[src/rtl/frame_params.svh]
`ifndef FRAME_PARAMS_SVH
`define FRAME_PARAMS_SVH

// Word address width inside one bank
`define FRAME_AW 10

// Banks behind the memory controller
`define FRAME_BANKS 2

// Cycles from read ack to dok
`define FRAME_RD_LAT 3

`endif

[src/rtl/mem_pkg.sv]
`include "frame_params.svh"

package mem_pkg;

    typedef logic [15:0] word_t;
    typedef logic [1:0]  mask_t;   // Set bit keeps that byte
    typedef logic [0:0]  bank_t;
    typedef logic [`FRAME_AW-1:0] waddr_t;

    // One program write from the loader
    typedef struct packed {
        bank_t  bank;
        waddr_t addr;
        word_t  data;
        mask_t  mask;
    } prog_wr_t;

    typedef struct packed {
        logic   rd;       // Held until ack
        waddr_t addr;
    } rd_req_t;

    typedef struct packed {
        logic  ack;
        logic  dok;       // Data valid strobe
        word_t data;
    } rd_rsp_t;

endpackage

[src/rtl/rom_fetch.sv]
`timescale 1ns/1ps

module rom_fetch
    import mem_pkg::*;
(
    input  logic    clk,
    input  logic    reset,
    input  logic    fetch_stb,
    input  waddr_t  fetch_addr,
    output rd_req_t rd_req,
    input  rd_rsp_t rd_rsp,
    output logic    fetch_valid,
    output word_t   fetch_data
);

    typedef enum logic [1:0] {
        S_IDLE,
        S_REQ,    // rd held high
        S_WAIT    // Acked, waiting for dok
    } fetch_state_t;

    fetch_state_t state;
    waddr_t       addr_q;

    always_ff @(posedge clk) begin
        if (reset) begin
            state       <= S_IDLE;
            fetch_valid <= 1'b0;
        end else begin
            fetch_valid <= 1'b0;
            case (state)
                S_IDLE: if (fetch_stb) state <= S_REQ;
                S_REQ:  if (rd_rsp.ack) state <= S_WAIT;
                S_WAIT: begin
                    if (rd_rsp.dok) begin
                        state       <= S_IDLE;
                        fetch_valid <= 1'b1;
                    end
                end
                default: state <= S_IDLE;
            endcase
        end
    end

    // Strobes while busy are dropped
    always_ff @(posedge clk) begin
        if (state == S_IDLE && fetch_stb) begin
            addr_q <= fetch_addr;
        end
        if (state == S_WAIT && rd_rsp.dok) begin
            fetch_data <= rd_rsp.data;
        end
    end

    assign rd_req.rd   = (state == S_REQ);
    assign rd_req.addr = addr_q;

endmodule

[config.mk]
export PLATFORM = sky130hd
export DESIGN_NAME = rom_fetch
export DESIGN_NICKNAME = d
export VERILOG_FILES = /design/src/rtl/mem_pkg.sv /design/src/rtl/rom_fetch.sv
export VERILOG_INCLUDE_DIRS = /design/src /design/src/rtl
export SDC_FILE = /design/constraint.sdc
export NUM_CORES = 1
export LEC_CHECK = 0
export BUFFER_PORTS_ARGS = -buffer_cell sky130_fd_sc_hd__clkbuf_2
export CAP_MARGIN = 20
export CORE_UTILIZATION = 40
export DETAILED_ROUTE_END_ITERATION = 10
export PLACE_DENSITY = 0.76
export SYNTH_ARGS = -nofsm -noshare
export SYNTH_HDL_FRONTEND = slang
export SYNTH_SLANG_ARGS = --single-unit
[constraint.sdc]
create_clock -name clk -period 1.8 [get_ports clk]
set_input_delay 0.09 -clock clk [delete_from_list [all_inputs] [get_ports clk]]
set_output_delay 0.09 -clock clk [all_outputs]
set_load 0.005 [all_outputs]
==> metrics.yaml <==
worst_hold_path:
  min_path_cells: 3
  hold_path.class: "input port to register"
  min_from: "rd_rsp[17]"
sta:
  setup_slack_ns: 0.603
  hold_viol: 0
  rsz0062_at_grt: "no"
  fmax_mhz: 835
  setup_viol: 0
  finalClockSkew_ns: 0.00607
  fin_setup_tns_ns: 0
  worstMarginPinSlew_ns: 0.360
  final.period_utilization_pct: 66.5
  fin_crit_ns: 1.20
  drv_slew: 0
  relSlewSlack_pct: 76.0
critical_path:
  cp.required_ns: 1.78
  max_stage_delay_ns: 0.45
  start_kind: "register"
  cp_slowest_cell: "and3b_2"
  crit_family: "simple AND/OR/NAND/NOR gates"
  worstPathCellList: "and3b_2"
  ff2ff_path_depth: 1
  cp.depth: 1
  cp_max_fo: 17
  cp-end-kind: "register"
  r2r_start: "state[1]"
  crit_start: "state[1]"
  path_buf_inv: 0
  arrival_ns: 1.17
  worstSetupPathType: "register to register"
layout:
  final-seq-area_um2: 841
  final_area_mm2: 0.00158
  synthToLayoutAreaGrowth_pct: 73.8
  drive_gt1_share_pct: 51.9
  n_fill_cell: 138
  layout.nets: 163
  diodes: 0
  multi_input_area_um2: 70.1
clock_tree:
  cts_buffer_depth: 2
  cts_tree: "done"
  cts.sinks: 29
  cts.repair.resized: 0
  clk_latency_ns: 0.31
  ctsRootBufferMaster: "clkbuf_4"
  cts_buffers: 5
  clk_pin_slew_worst_paths_ns: 0.09
  htreeDepth: 2
synth:
  synth_top_family_by_area: "simple AND/OR/NAND/NOR gates"
  synthAdderAreaFrac_pct: 0
  ys.flop_type: "edfxtp_1"
  yosys_warnings: 0
  synth_edf_count: 26
  yosys.area_share.simple_pct: 6.32
  synth_compound_area_share_pct: 1.37
  async_flop_share_pct: 0
  ys_ff_latch: 29
  yosysSeqAreaShare_pct: 92.3
  synth_top_area_share_pct: 85.7
  synth_xor_area_share_pct: 0
  yosysMostFrequentCell: "edfxtp_1"
  syn-num-nets: 70
  synthMuxAreaShare_pct: 0
  syn_avg_cell_area_um2: 23.4
  synth_cells: 39
  synthTopCellsByArea: "edfxtp_1 (86%), dfxtp_1 (6.6%), nand2b_1 (1.4%)"
  netlist_area_um2: 911
  synth_commonest_cells: "edfxtp_1 (26), dfxtp_1 (3), nand2b_1 (2)"
  ys_types: 11
  synth_top_area_cell: "edfxtp_1"
floorplan:
  die_h_um: 49.7
  pin_count: 59
  dieArea_mm2: 0.00247
  die_x_um: 49.7
  core_mm2: 0.00204
  fp-row-count: 16
  start_util_pct: 44.6
flow_run:
  cap_violations: 0
placed_design:
  dpl-instance-area_mm2: 0.00124
  hpwl_um: 1240
  pre_cts_slack_ns: 0.625
  place_congestion: 0.618
  port_buffers: 58
grt:
  antenna_found_initial: 0
  gr-total-overflow: 0
  grt_pass1_wl_um: 2970
  grt_start_max_net_pins: 18
  track_usage_pct: 18.2
  grt_pass1_vias: 700
routing:
  drt_iter0_drc: 12
  wl_um: 2030
  antenna_left: 0
  first_pass_iters: 4
  post_drt_via_cell_ratio: 4.41
  wl_per_cell_um: 12.7
  remaining_drc_errors: 0
  vias: 706
power_and_ir_drop:
  p_switching_uw: 253
  peakVddDrop_mv: 0.627
  p_seq_share_pct: 58.2
  combPwrFrac_pct: 9.4
  power.leakage_uw: 0.000691
  p_clk_share_pct: 32.4
  p_per_area_mw_per_mm2: 835
  swShare_pct: 19.1
  p_int_uw: 1070
run_status:
  status: "completed"
## state kept, by name (all words and copies together), names as in the netlist
register and cells:
addr_q 10, fetch_data 16, fetch_valid 1, state 2
## routing by layer
metal	GRT usage (%)	vias up	share of wire [%]
met5	0	-	0
met4	13.3	0	4.0
met3	6.17	9	6.6
met2	33.3	42	56
met1	15.9	320	34
li1	-	335	-
## through the flow
| stage | hold WS [ns] | total power, uW | util [%] | cells |
|---|---|---|---|---|
| finish | 0.0379 | 1320 | 77.5 | 160 |
| global route | 0.0446 | 1370 | 77.5 | 160 |
| CTS | 0.0252 | 1330 | 77.5 | 160 |
| detailed placement | 0.269 | 862 | 60.8 | 125 |
| global placement | 0.268 | 858 | 60.8 | 125 |
| floorplan | 0.159 | 802 | - | 39 |
## what timing repair did
item / CTS / global route
buffers inserted: 0 / 0
hold buffers: 27 / 0
setup endpoints to repair: 0 / 0
hold endpoints to repair: 29 / 0
## power by group through the flow
stage          Sequential [uW]  Clock, uW  Combinational, uW
2_1_floorplan              786          0               15.8
3_3_place_gp               783          0               75.1
3_5_place_dp               784          0               77.6
4_1_cts                    769        441                124
5_1_grt                    772        459                135
6_report                   769        428                124
## cells by family after synthesis
| group | Yosys count |
|---|---|
| compound gates | 2 |
| flops | 29 |
| simple gates | 8 |
## cells in the final DEF, fill, tap and decap left out, drive strengths merged
| cell | synthesis | routed |
|---|---|---|
| nor2 | 1 | 1 |
| a21oi | 1 | 1 |
| clkinv | 0 | 1 |
| buf | 0 | 1 |
| nor2b | 1 | 1 |
| a211oi | 1 | 1 |
| dfxtp | 3 | 3 |
| and3b | 1 | 1 |
| dlygate4sd3 | 0 | 27 |
| edfxtp | 26 | 26 |
| or3b | 1 | 1 |
| clkbuf | 0 | 65 |
| nand3b | 1 | 1 |
| nand2b | 2 | 2 |
| and2b | 1 | 1 |
## worst paths after layout
| check | endpoint | slack [ns] |
|---|---|---|
| setup / recovery | fetch_data[5] | 0.60 |
| hold reg to reg | state[0] | 0.52 |
| hold / removal | state[1] | 0.04 |
| setup reg to reg | fetch_data[5] | 0.60 |
## layout make-up
| type | count | share of cell area (%) |
|---|---|---|
| Multi-Input combinational cell | 10 | 4.43 |
| Tap cell | 27 | 2.13 |
| Clock buffer | 7 | 4.11 |
| Sequential cell | 29 | 53.1 |
| Timing Repair Buffer | 86 | 35.9 |
| Clock inverter | 1 | 0.316 |
Power figures use the tool's default switching activity.
