[src/rtl/frame_params.svh]
`ifndef FRAME_PARAMS_SVH
`define FRAME_PARAMS_SVH

// Word address width inside one bank
`define FRAME_AW 10

// Banks behind the memory controller
`define FRAME_BANKS 2

// Cycles from read ack to dok
`define FRAME_RD_LAT 3

`endif

[src/rtl/host_pkg.sv]
`include "frame_params.svh"

package host_pkg;

    typedef logic [7:0] dl_byte_t;

    // Top bit selects the bank, bit 0 the byte lane
    typedef logic [`FRAME_AW+1:0] dl_addr_t;

    // Carried by the download strobe
    typedef struct packed {
        dl_addr_t addr;
        dl_byte_t data;
    } dl_wr_t;

endpackage

[src/rtl/mem_pkg.sv]
`include "frame_params.svh"

package mem_pkg;

    typedef logic [15:0] word_t;
    typedef logic [1:0]  mask_t;   // Set bit keeps that byte
    typedef logic [0:0]  bank_t;
    typedef logic [`FRAME_AW-1:0] waddr_t;

    // One program write from the loader
    typedef struct packed {
        bank_t  bank;
        waddr_t addr;
        word_t  data;
        mask_t  mask;
    } prog_wr_t;

    typedef struct packed {
        logic   rd;       // Held until ack
        waddr_t addr;
    } rd_req_t;

    typedef struct packed {
        logic  ack;
        logic  dok;       // Data valid strobe
        word_t data;
    } rd_rsp_t;

endpackage

[src/rtl/prog_loader.sv]
`timescale 1ns/1ps
`include "frame_params.svh"

module prog_loader
    import mem_pkg::*, host_pkg::*;
(
    input  logic     clk,
    input  logic     reset,
    input  logic     downloading,
    input  logic     dl_stb,
    input  dl_wr_t   dl,
    output logic     prog_stb,
    output prog_wr_t prog,
    output logic     dwnld_busy,
    output logic     prog_en
);

    logic busy_q;   // Covers the write still in flight

    always_ff @(posedge clk) begin
        if (reset) begin
            prog_stb <= 1'b0;
            busy_q   <= 1'b0;
        end else begin
            prog_stb <= dl_stb;
            busy_q   <= downloading | dl_stb;
        end
    end

    // Byte lands in both lanes and the mask picks one
    always_ff @(posedge clk) begin
        if (dl_stb) begin
            prog.bank <= dl.addr[`FRAME_AW+1];
            prog.addr <= dl.addr[`FRAME_AW:1];
            prog.data <= {2{dl.data}};
            if (dl.addr[0]) begin
                prog.mask <= 2'b01;   // Odd byte goes high
            end else begin
                prog.mask <= 2'b10;
            end
        end
    end

    // Falls one cycle after downloading once nothing is pending
    assign dwnld_busy = downloading | busy_q;

    // Same gating term the game side sees on the real frame
    assign prog_en = downloading | dwnld_busy;

endmodule

[config.mk]
export PLATFORM = sky130hd
export DESIGN_NAME = prog_loader
export DESIGN_NICKNAME = d
export VERILOG_FILES = /design/src/rtl/host_pkg.sv /design/src/rtl/mem_pkg.sv /design/src/rtl/prog_loader.sv
export VERILOG_INCLUDE_DIRS = /design/src /design/src/rtl
export SDC_FILE = /design/constraint.sdc
export NUM_CORES = 1
export LEC_CHECK = 0
export BUFFER_PORTS_ARGS = -buffer_cell sky130_fd_sc_hd__buf_2
export CAP_MARGIN = 40
export CORE_MARGIN = 4
export CORE_UTILIZATION = 38
export DETAILED_ROUTE_END_ITERATION = 8
export GPL_ROUTABILITY_DRIVEN = 1
export PLACE_DENSITY = 0.88
export SYNTH_ARGS = -nofsm -noshare
export SYNTH_HDL_FRONTEND = slang
export SYNTH_SLANG_ARGS = --single-unit
[constraint.sdc]
create_clock -name clk -period 0.9 [get_ports clk]
set_clock_uncertainty 0.15 [all_clocks]
set_input_delay 0.09 -clock clk [delete_from_list [all_inputs] [get_ports clk]]
set_output_delay 0.09 -clock clk [all_outputs]
set_load 0.02 [all_outputs]
==> results by group, run 1 <==
Global route
  • GRT Total Usage: 16.65%
  • Vias in the first global route: between 600 and 700
  • Largest net degree at the start of global routing: 13
  • Antenna violations before repair: 0
  • First-pass GRT wire length: 3167 um
  • Global route overflow: 0

Drt
  • Drt total wl: 2016 um
  • DR iter-0 viols: 3
  • Via density: around 4.2
  • Router iterations before antenna repair: 3
  • Via Count: approximately 570
  • Routed len/inst: ~15 um
  • Drt drc: 0
  • DRT antenna net count: 0

Pwr
  • Static leakage power: 0.6462 nW
  • VDD IR-drop max: 0.001358 V
  • PD cells: between 1500 and 2000 mW/mm2
  • PnR Total Power: 0.002307 W

CTS
  • Htree depth: 1
  • Clk buf depth: 2
  • CTS tree: done
  • CTS buffer count: 3
  • Worst-path clk slew: 110 ps
  • Root Buffer: clkbuf_4
  • CTS Sinks: 23

Worst hold path
  • Min-Delay Path Class: in2reg
  • WHS Path Cells: 2
  • Worst hold start: dl_stb
  • Hold Path End: prog[0]

Yosys
  • Synth Area in XOR/XNOR: 0%
  • Post-synth top area cell: edfxtp_1
  • Mux cell area share after synthesis: 0%
  • Register area share after synthesis: between 80% and 90%
  • Syn nets: 60
  • Synth cell types: 7
  • Main flop type after synthesis: edfxtp_1
  • Yosys top cell area share: 82.49%
  • Post-Synthesis Cells: 36
  • Synth warnings: 0
  • Ys async rst share: 0%
  • Number of synthesized flops with an enable pin: 21
  • Complex-gate fraction of the synthesized area: 1.309%
  • Syn Std Cell Area: 764.5 um2
  • Most common cell in the synthesized netlist: edfxtp_1
  • Synth Area in Adders: 0%
  • Simple-Gate Fraction of Synth Area: roughly 1.6%
  • Largest family of logic cells by synthesized area: buffers and inverters
  • Avg Inst Size Synth: approximately 21 um2
  • Synth Register Bits: 23
  • Synth area leaders: edfxtp_1 (82%), buf_4 (8.8%), dfxtp_1 (5.2%)
  • Commonest cells in the netlist: edfxtp_1 (21), buf_4 (9), dfxtp_1 (2)

Critical path
  • Crit path max-delay cell type: dfxtp_1
  • Worst endpoint required time: 660 ps
  • CP cell instances: or2_4, buf_6
  • Worst Setup End Kind: output port
  • WS Path Type: reg2out
  • Largest stage delay, worst path: 320 ps
  • CP arrival: around 980 ps
  • CP Max Fanout: 2
  • Crit start category: register

Timing
  • Setup total negative slack: -6899 ps
  • Fin crit share: 135.6%
  • Slew headroom: 90.84%
  • Final Hold Vio Count: 0
  • RSZ-0062 raised after global routing: yes
  • Worst hold slack: 37.88 ps
  • Worst setup slack after layout: -320.8 ps
  • Max Slew Vio Count: 0
  • Max Fclk: between 800 and 900 MHz
  • Endpoints failing setup: 32
  • Worst-Margin Slew: between 100 and 150 ps
  • Final min period: ~1200 ps

Final layout
  • Area growth, synth to finish: 93.78%
  • Design area: approximately 0.0015 mm2
  • Antenna fix cells: 0
  • Share of layout cells above drive strength 1: a little under three fifths
  • Final #Nets: approximately 140
  • FF/Latch Area: 671.9 um2
  • Fill cell count: 100
  • Area occupied by multi-input gates: approximately 25 um2

Floorplanning
  • Initial Util: roughly two fifths
  • Die Ht: 52.86 um
  • Core ar.: about 0.0018 mm2
  • Die ar.: between 0.002 and 0.003 mm2
  • Top-level I/O count: 56
  • Die X-Extent: about 53 um
  • Site row count: 15

Flow run
  • Maxcap violations: 0

Placement
  • PortBufs: 55
  • Dpl cell area: 0.001046 mm2
  • GPL Wtd Cong: roughly 0.68
  • Post-DP HPWL: 1143 um

Status
  • Failing checks: setup timing
  • Run status: finished with violations
## cells by family after synthesis
group                  Yosys count
buffers and inverters           10
AND/OR/NAND/NOR                  2
AO/OA/AOI/OAI                    1
flip-flops                      23
## layer usage
metal | global-route usage [%] | vias to the layer above | wire length (um)
met1 | 15.51 | 254 | 631
met5 | 0 | - | 0
met2 | 29.75 | 42 | 1077
met4 | 7.660 | 0 | 19
li1 | - | 270 | -
met3 | 8.451 | 2 | 287
## where the power goes
group	internal (W)	switching, W
Clock	0.000173	0.000275
Sequential	0.00126	0.0000480
Combinational	0.000311	0.000242
Total	0.00174	0.000565
## state kept, by name, summed over array words and instances (netlist names)
| register | flops |
|---|---|
| busy_q | 1 |
| prog | 21 |
| prog_stb | 1 |
## repair_timing
action	4_1_cts	5_1_grt
hold endpoints to repair	23	0
hold buffers	22	0
buffers inserted	0	0
resized for setup	37	24
pin swaps	0	1
endpoints found under the setup margin	32	33
## placed cells by master (no fill, tap or decap)
master	count
buf_12	2
buf_2	25
buf_6	30
clkbuf_1	1
clkbuf_4	3
dfxtp_1	1
dfxtp_2	1
dlygate4sd3_1	22
edfxtp_1	21
inv_1	1
nor2b_1	1
o21ba_1	1
or2_4	1
## final cells by class
class                           instances  area share, %
Tap cell                               25          2.111
Multi-Input combinational cell          3          1.689
Sequential cell                        23          45.35
Timing Repair Buffer                   79          48.82
Clock buffer                            4          1.774
Inverter                                1         0.2534
## stage by stage
step,cells,setup WS (ps),util [%]
after floorplan,36,-8.568,-
after global placement,109,13.03,57.46
after detailed placement,109,7.358,57.46
after CTS,135,-330.1,77.25
after global routing,135,-360.6,81.37
final,135,-320.8,81.37
## worst max path at each step
stage,start,to
CTS,busy_q,dwnld_busy
global placement,busy_q,prog_en
finish,busy_q,dwnld_busy
global route,busy_q,dwnld_busy
detailed placement,busy_q,dwnld_busy
floorplan,busy_q,prog_en
## worst max-delay path: cells and delay by family (launching register included)
kind | cells | cell delay (ps)
flops | 1 | 320
simple gates | 1 | 230
buf+inv | 1 | 130
Power figures use the tool's default switching activity.
==> run 2: changes to the inputs <==
--- a/config.mk
+++ b/config.mk
@@ -9,10 +9,10 @@
 export BUFFER_PORTS_ARGS = -buffer_cell sky130_fd_sc_hd__buf_2
 export CAP_MARGIN = 40
 export CORE_MARGIN = 4
-export CORE_UTILIZATION = 38
+export CORE_UTILIZATION = 41
 export DETAILED_ROUTE_END_ITERATION = 8
 export GPL_ROUTABILITY_DRIVEN = 1
-export PLACE_DENSITY = 0.88
+export PLACE_DENSITY = 0.93
 export SYNTH_ARGS = -nofsm -noshare
 export SYNTH_HDL_FRONTEND = slang
 export SYNTH_SLANG_ARGS = --single-unit
==> constraint.sdc (replaced) <==
create_clock -name clk -period 1.6 [get_ports clk]
set_clock_uncertainty 0.15 [all_clocks]
set_input_delay 0.16 -clock clk [delete_from_list [all_inputs] [get_ports clk]]
set_output_delay 0.16 -clock clk [all_outputs]
set_load 0.02 [all_outputs]
==> run 2 against run 1 <==
The run now ends clean. Routed wire length shrank 7.9%. Sequential share of layout area grew 8.3 points. Die area shrank 6.2%. Cell count shrank 1.5%. Worst setup slack gained 380 ps. Sequential power shrank 45%. Design area shrank 16%. Power shrank 48%. Worst hold slack gained 150 ps. Non-clock buffer count shrank 2. Clock power shrank 44%. First-iteration DRC count grew 33%. Highest routed layer unchanged.
==> results by group, run 2 (synthesized netlist as in run 1, its figures left out) <==
Final layout
  • Most common cell after layout, fill and taps aside: buf_2
  • Utilization after layout: 71.61% (-9.8 points)
  • Most frequent cells in the layout: buf_2 (55), dlygate4sd3_1 (22), edfxtp_1 (21)
  • Max reg flops: 21 (unchanged)
  • Largest reg by FF count: prog
  • Fill cell count: 111 (+11%)
  • Antenna fix cells: 0 (unchanged)
  • Design area: 0.001250 mm2 (-16%)
  • Share of layout cells above drive strength 1: 53.70% (-2.7 points)
  • Final #Nets: 133 (-1.5%)
  • Regs by FF count: prog: 21 flops, busy_q: 1 flops, prog_stb: 1 flops
  • Area growth, synth to finish: 63.50%

Critical path
  • CP Max Fanout: 2 (unchanged)
  • CP arrival: 1230 ps (+250 ps)
  • Worst endpoint required time: 1290 ps (+630 ps)
  • WS Path Type: in2out
  • Largest stage delay, worst path: 550 ps (+230 ps)
  • Crit start category: input pin
  • Most used cell, CP: buf_2
  • CP cell instances: dlygate4sd3_1, buf_2, or2_1, buf_2
  • Worst Setup End Kind: output port
  • Crit path max-delay cell type: dlygate4sd3_1

Global route
  • First-pass GRT wire length: 2732 um (-14%)
  • Gr busiest metal: met2
  • Antenna violations before repair: 0 (unchanged)
  • Global route overflow: 0 (unchanged)
  • Largest net degree at the start of global routing: 24 (+11)
  • GRT Total Usage: 15.15% (-1.5 points)
  • M3 GR Usage: 4.082% (-4.4 points)
  • Vias in the first global route: 557 (-13%)
  • M1 GR Usage: 16.44% (+0.93 points)
  • GR Util met2: 26.61% (-3.1 points)

Status
  • Run status: finished, final reports clean

Floorplanning
  • Die Ht: 51.18 um (-3.2%)
  • Die ar.: 0.002619 mm2 (-6.2%)
  • Top-level I/O count: 56 (unchanged)
  • Die X-Extent: 51.18 um (-3.2%)
  • Initial Util: 43.80% (+1.8 points)
  • Core ar.: 0.001745 mm2 (-4.1%)
  • Site row count: 15 (unchanged)

Drt
  • Drt total wl: 1856 um (-7.9%)
  • Via Count: 557 (-1.9%)
  • Via density: 4.188 (-0.46%)
  • Router iterations before antenna repair: 3 (unchanged)
  • DR iter-0 viols: 4 (+1)
  • DRT antenna net count: 0 (unchanged)
  • Routed len/inst: 13.95 um (-6.6%)
  • Drt drc: 0 (unchanged)

Pwr
  • Logic pwr share: 19.1% (-4.9 points)
  • VDD IR-drop max: 0.0005023 V (-63%)
  • NetSw: 0.0002974 W (-47%)
  • Clock Power Share: 20.8% (+1.4 points)
  • Sequential share of power: 60.1% (+3.5 points)
  • Int Power: 0.0009013 W (-48%)
  • PD cells: 959.0 mW/mm2 (-38%)
  • Sw Share: 24.81% (+0.31 points)
  • Static leakage power: 0.5621 nW (-13%)

CTS
  • Worst-path clk slew: 110 ps (about the same)
  • Number of setup buffers added after CTS: 0 (unchanged)
  • CTS tree: done
  • Root Buffer: clkbuf_4
  • PostCTS Resize Cnt: 0 (-100%)
  • CTS Sinks: 23 (unchanged)
  • CTS buffer count: 3 (unchanged)
  • Clk buf depth: 2 (unchanged)
  • CTS Hold Buffers Added: 22 (unchanged)
  • Htree depth: 1 (unchanged)

Worst hold path
  • Min-Delay Path Class: in2reg
  • Worst hold start: dl_stb
  • WHS Path Cells: 1 (-1)
  • Hold Path End: prog[21]

Timing
  • Fin crit share: 96.24%
  • Slew headroom: 69.04% (-22 points)
  • Final min period: 1540 ps
  • Worst-Margin Slew: 464.4 ps (+326.9 ps)
  • Setup total negative slack: 0 ps (+6899 ps)
  • RSZ-0062 raised after global routing: no
  • Endpoints failing setup: 0 (-100%)
  • Max Fclk: between 600 and 700 MHz
  • Max Slew Vio Count: 0 (unchanged)
  • Final Hold Vio Count: 0 (unchanged)

Flow run
  • Maxcap violations: 0 (unchanged)

Placement
  • Dpl cell area: 0.001003 mm2 (-4.1%)
  • PortBufs: 55 (unchanged)
  • GPL Wtd Cong: 0.6938 (+2.5%)
## run 2: changes by cell type in the layout (fill, tap and decap cells not counted), sizes merged
cell  previous run  this run
buf             57        55
## run 2: area by class of cell
class / count / area (um2) / share of cell area [%]
flip-flops and latches: 23 / 670.6 / 53.65
inverters: 1 / 3.754 / 0.3003
clock buffers: 4 / 26.28 / 2.102
multi-input cells: 3 / 22.52 / 1.802
repair buffers: 77 / 495.5 / 39.64
well taps: 25 / 31.28 / 2.503
## run 2: worst max path at each step
stage                 from         end  slack, ps  cells past startpoint
3_5_place_dp        dl_stb    prog[14]        550                      1
6_report       downloading  dwnld_busy         60                      4
2_1_floorplan       busy_q     prog_en        520                      2
3_3_place_gp        dl_stb    prog[19]        560                      1
4_1_cts        downloading  dwnld_busy        100                      4
5_1_grt        downloading  dwnld_busy         40                      4
## run 2: metrics by stage
| stage | setup slack, ps | total power (W) | std cells | hold WS [ps] |
|---|---|---|---|---|
| detailed placement | 553.0 | 0.0009175 | 107 | 184.2 |
| CTS | 100.2 | 0.001193 | 133 | 175.3 |
| floorplan | 524.2 | 0.0008475 | 36 | 81.61 |
| global route | 43.02 | 0.001255 | 133 | 199.4 |
| global placement | 557.9 | 0.0009122 | 107 | 176.7 |
| finish | 60.13 | 0.001199 | 133 | 185.6 |
## run 2: power by group through the flow
stage	logic, W	clock network (W)	registers [W]
after detailed placement	0.000186	0	0.000732
final	0.000229	0.000249	0.000720
after CTS	0.000228	0.000247	0.000718
after global routing	0.000244	0.000287	0.000725
after global placement	0.000182	0	0.000730
after floorplan	0.0000539	0	0.000794
## run 2: per-layer routing
metal,part of all wire [%],vias to the layer above
met5,0,-
li1,-,266
met4,1.3,0
met1,38,253
met2,52,36
met3,8.8,2
## run 2: worst max-delay path: cells and delay by family
| kind | cells | cell delay, ps |
|---|---|---|
| buf+inv | 3 | 850 |
| simple gates | 1 | 220 |
==> run 3: changes to the inputs <==
--- a/config.mk
+++ b/config.mk
@@ -9,10 +9,11 @@
 export BUFFER_PORTS_ARGS = -buffer_cell sky130_fd_sc_hd__buf_2
 export CAP_MARGIN = 40
 export CORE_MARGIN = 4
-export CORE_UTILIZATION = 41
+export CORE_UTILIZATION = 34
 export DETAILED_ROUTE_END_ITERATION = 8
 export GPL_ROUTABILITY_DRIVEN = 1
-export PLACE_DENSITY = 0.93
+export PLACE_DENSITY = 0.72
+export REMOVE_ABC_BUFFERS = 1
 export SYNTH_ARGS = -nofsm -noshare
 export SYNTH_HDL_FRONTEND = slang
 export SYNTH_SLANG_ARGS = --single-unit
==> constraint.sdc (replaced) <==
create_clock -name clk -period 1.3 [get_ports clk]
set_clock_uncertainty 0.15 [all_clocks]
set_input_delay 0.13 -clock clk [delete_from_list [all_inputs] [get_ports clk]]
set_output_delay 0.13 -clock clk [all_outputs]
set_load 0.02 [all_outputs]
==> run 3 against run 2 <==
Worst hold slack worse by 30 ps. Cell count is 1.5% higher. Largest cell class unchanged. Flip-flop and latch count stayed put. Combinational power is 25% higher. First-iteration DRC count is 50% lower. Highest routed layer unchanged. Non-clock buffer count stayed put. Worst setup slack worse by 26 ps. Routed wire length is 6.4% lower. Power is 23% higher. Via count is 0.54% lower. Critical endpoint unchanged. Utilization is 9.4 points lower.
==> results by group, run 3 (synthesized netlist as in run 1, its figures left out) <==
Status
  • Run status: finished, final reports clean

Flow run
  • Maxcap violations: 0 (unchanged)

Final layout
  • Area growth, synth to finish: 66.12%
  • Antenna fix cells: 0 (unchanged)
  • Largest reg by FF count: prog
  • Utilization after layout: 62.19% (-9.4 points)
  • Max reg flops: 21 (unchanged)
  • Most frequent cells in the layout: buf_2 (53), dlygate4sd3_1 (22), edfxtp_1 (21)
  • Final #Nets: 133 (unchanged)
  • Share of layout cells above drive strength 1: 56.48% (+2.8 points)
  • Regs by FF count: prog: 21 flops, busy_q: 1 flops, prog_stb: 1 flops
  • Most common cell after layout, fill and taps aside: buf_2

Critical path
  • WS Path Type: reg2out
  • Crit path max-delay cell type: dfxtp_2
  • CP Max Fanout: 2 (unchanged)
  • Worst Path Buf+Inv: 1 (-2)
  • Worst endpoint required time: 1020 ps (-270 ps)
  • CP cell instances: or2_4, buf_6
  • Largest stage delay, worst path: 330 ps (-220 ps)
  • Top cell family by delay on the critical path: flip-flops
  • Worst Setup End Kind: output port
  • CP arrival: 990 ps (-240 ps)
  • Crit start category: register

Drt
  • Routed len/inst: 12.87 um (-7.7%)
  • Drt drc: 0 (unchanged)
  • DRT antenna net count: 0 (unchanged)
  • DR iter-0 viols: 2 (-2)
  • Drt total wl: 1738 um (-6.4%)
  • Router iterations before antenna repair: 2 (-1)
  • Via density: 4.104 (-2.0%)
  • Via Count: 554 (-0.54%)

Global route
  • Global route overflow: 0 (unchanged)
  • GRT Total Usage: 11.68% (-3.5 points)
  • Antenna violations before repair: 0 (unchanged)
  • First-pass GRT wire length: 2704 um (-1.0%)
  • Vias in the first global route: 553 (-0.72%)
  • Largest net degree at the start of global routing: 24 (unchanged)

Placement
  • PortBufs: 55 (unchanged)
  • GPL Wtd Cong: 0.7294 (+5.1%)

Floorplanning
  • Site row count: 16 (+1)
  • Die Ht: 55.42 um (+8.3%)
  • Top-level I/O count: 56 (unchanged)
  • Die ar.: 0.003071 mm2 (+17%)
  • Die X-Extent: 55.42 um (+8.3%)
  • Core ar.: 0.002042 mm2 (+17%)
  • Initial Util: 37.44% (-6.4 points)

CTS
  • Clk buf depth: 2 (unchanged)
  • Htree depth: 1 (unchanged)
  • Worst-path clk slew: 120 ps (about the same)
  • Number of setup buffers added after CTS: 0 (unchanged)
  • CTS tree: done
  • Root Buffer: clkbuf_4
  • CTS buffer count: 3 (unchanged)
  • CTS Sinks: 23 (unchanged)

Pwr
  • Static leakage power: 0.5716 nW (+1.7%)
  • Clock Power Share: 20.5% (-0.3 points)
  • Sw Share: 24.71% (-0.098 points)
  • VDD IR-drop max: 0.0006148 V (+22%)
  • Sequential share of power: 60.1% (about the same)
  • Int Power: 0.001111 W (+23%)
  • PnR Total Power: 0.001475 W (+23%)
  • NetSw: 0.0003645 W (+23%)
  • Logic pwr share: 19.5% (+0.4 points)
  • PD cells: 1162 mW/mm2 (+21%)

Worst hold path
  • Min-Delay Path Class: in2reg

Timing
  • RSZ-0062 raised after global routing: yes
  • Max Slew Vio Count: 0 (unchanged)
  • Slew headroom: 68.97% (-0.077 points)
  • Final Hold Vio Count: 0 (unchanged)
  • Fin crit share: 97.36%
  • Endpoints failing setup: 0 (unchanged)
  • Final min period: 1266 ps
  • Max Fclk: 790.1 MHz
  • Worst-Margin Slew: 465.5 ps (+1.158 ps)
## run 3: changes by cell type in the layout (fill, tap and decap cells not counted)
cell      previous run  this run
dfxtp_1              2         1
clkinv_2             0         1
dfxtp_2              0         1
clkbuf_1             1         0
buf_6                0         2
or2_4                0         1
or2_1                1         0
buf_2               55        53
## run 3: path summary, 6_finish.rpt
kind	slack, ps	from	cells past startpoint	endpoint
setup / recovery	30	busy_q	2	dwnld_busy
hold / removal	160	dl_stb	1	prog[1]
## run 3: power groups by stage
stage	clock network, W	registers [W]	logic, W
2_1_floorplan	0	0.00100	0.0000107
3_3_place_gp	0	0.000900	0.000227
3_5_place_dp	0	0.000902	0.000229
4_1_cts	0.000320	0.000886	0.000280
5_1_grt	0.000361	0.000894	0.000303
6_report	0.000302	0.000886	0.000287
## run 3: cell type report
cell class | instances | area [um2]
clock inverters | 1 | 5.005
well taps | 27 | 33.78
flip-flops and latches | 23 | 671.9
repair buffers | 77 | 508.0
fillers | 154 | 772.0
clock buffers | 3 | 22.52
inverters | 1 | 3.754
multi-input cells | 3 | 25.02
## run 3: routing by layer
metal / part of all wire [%] / global-route usage, %
met3: 6.8 / 2.564
met5: 0 / 0
met1: 30 / 10.55
met4: 1.1 / 6.250
met2: 62 / 23.31
## run 3: repair_timing
action                                  CTS  global route
endpoints found under the setup margin    0             2
endpoints found under the hold margin    23             0
hold buffers                             22             0
gates resized for setup                   0             6
## run 3: stage by stage
stage	worst slack, ps	instance area (um2)	hold slack, ps	setup TNS [ps]	instances
4_1_cts	14.46	1254	156.5	0	135
5_1_grt	-21.47	1270	155.2	-41.42	135
3_5_place_dp	256.7	1006	157.0	0	109
2_1_floorplan	382.6	696.9	51.61	0	27
3_3_place_gp	266.0	1006	151.5	0	109
6_report	34.32	1270	156.1	0	135
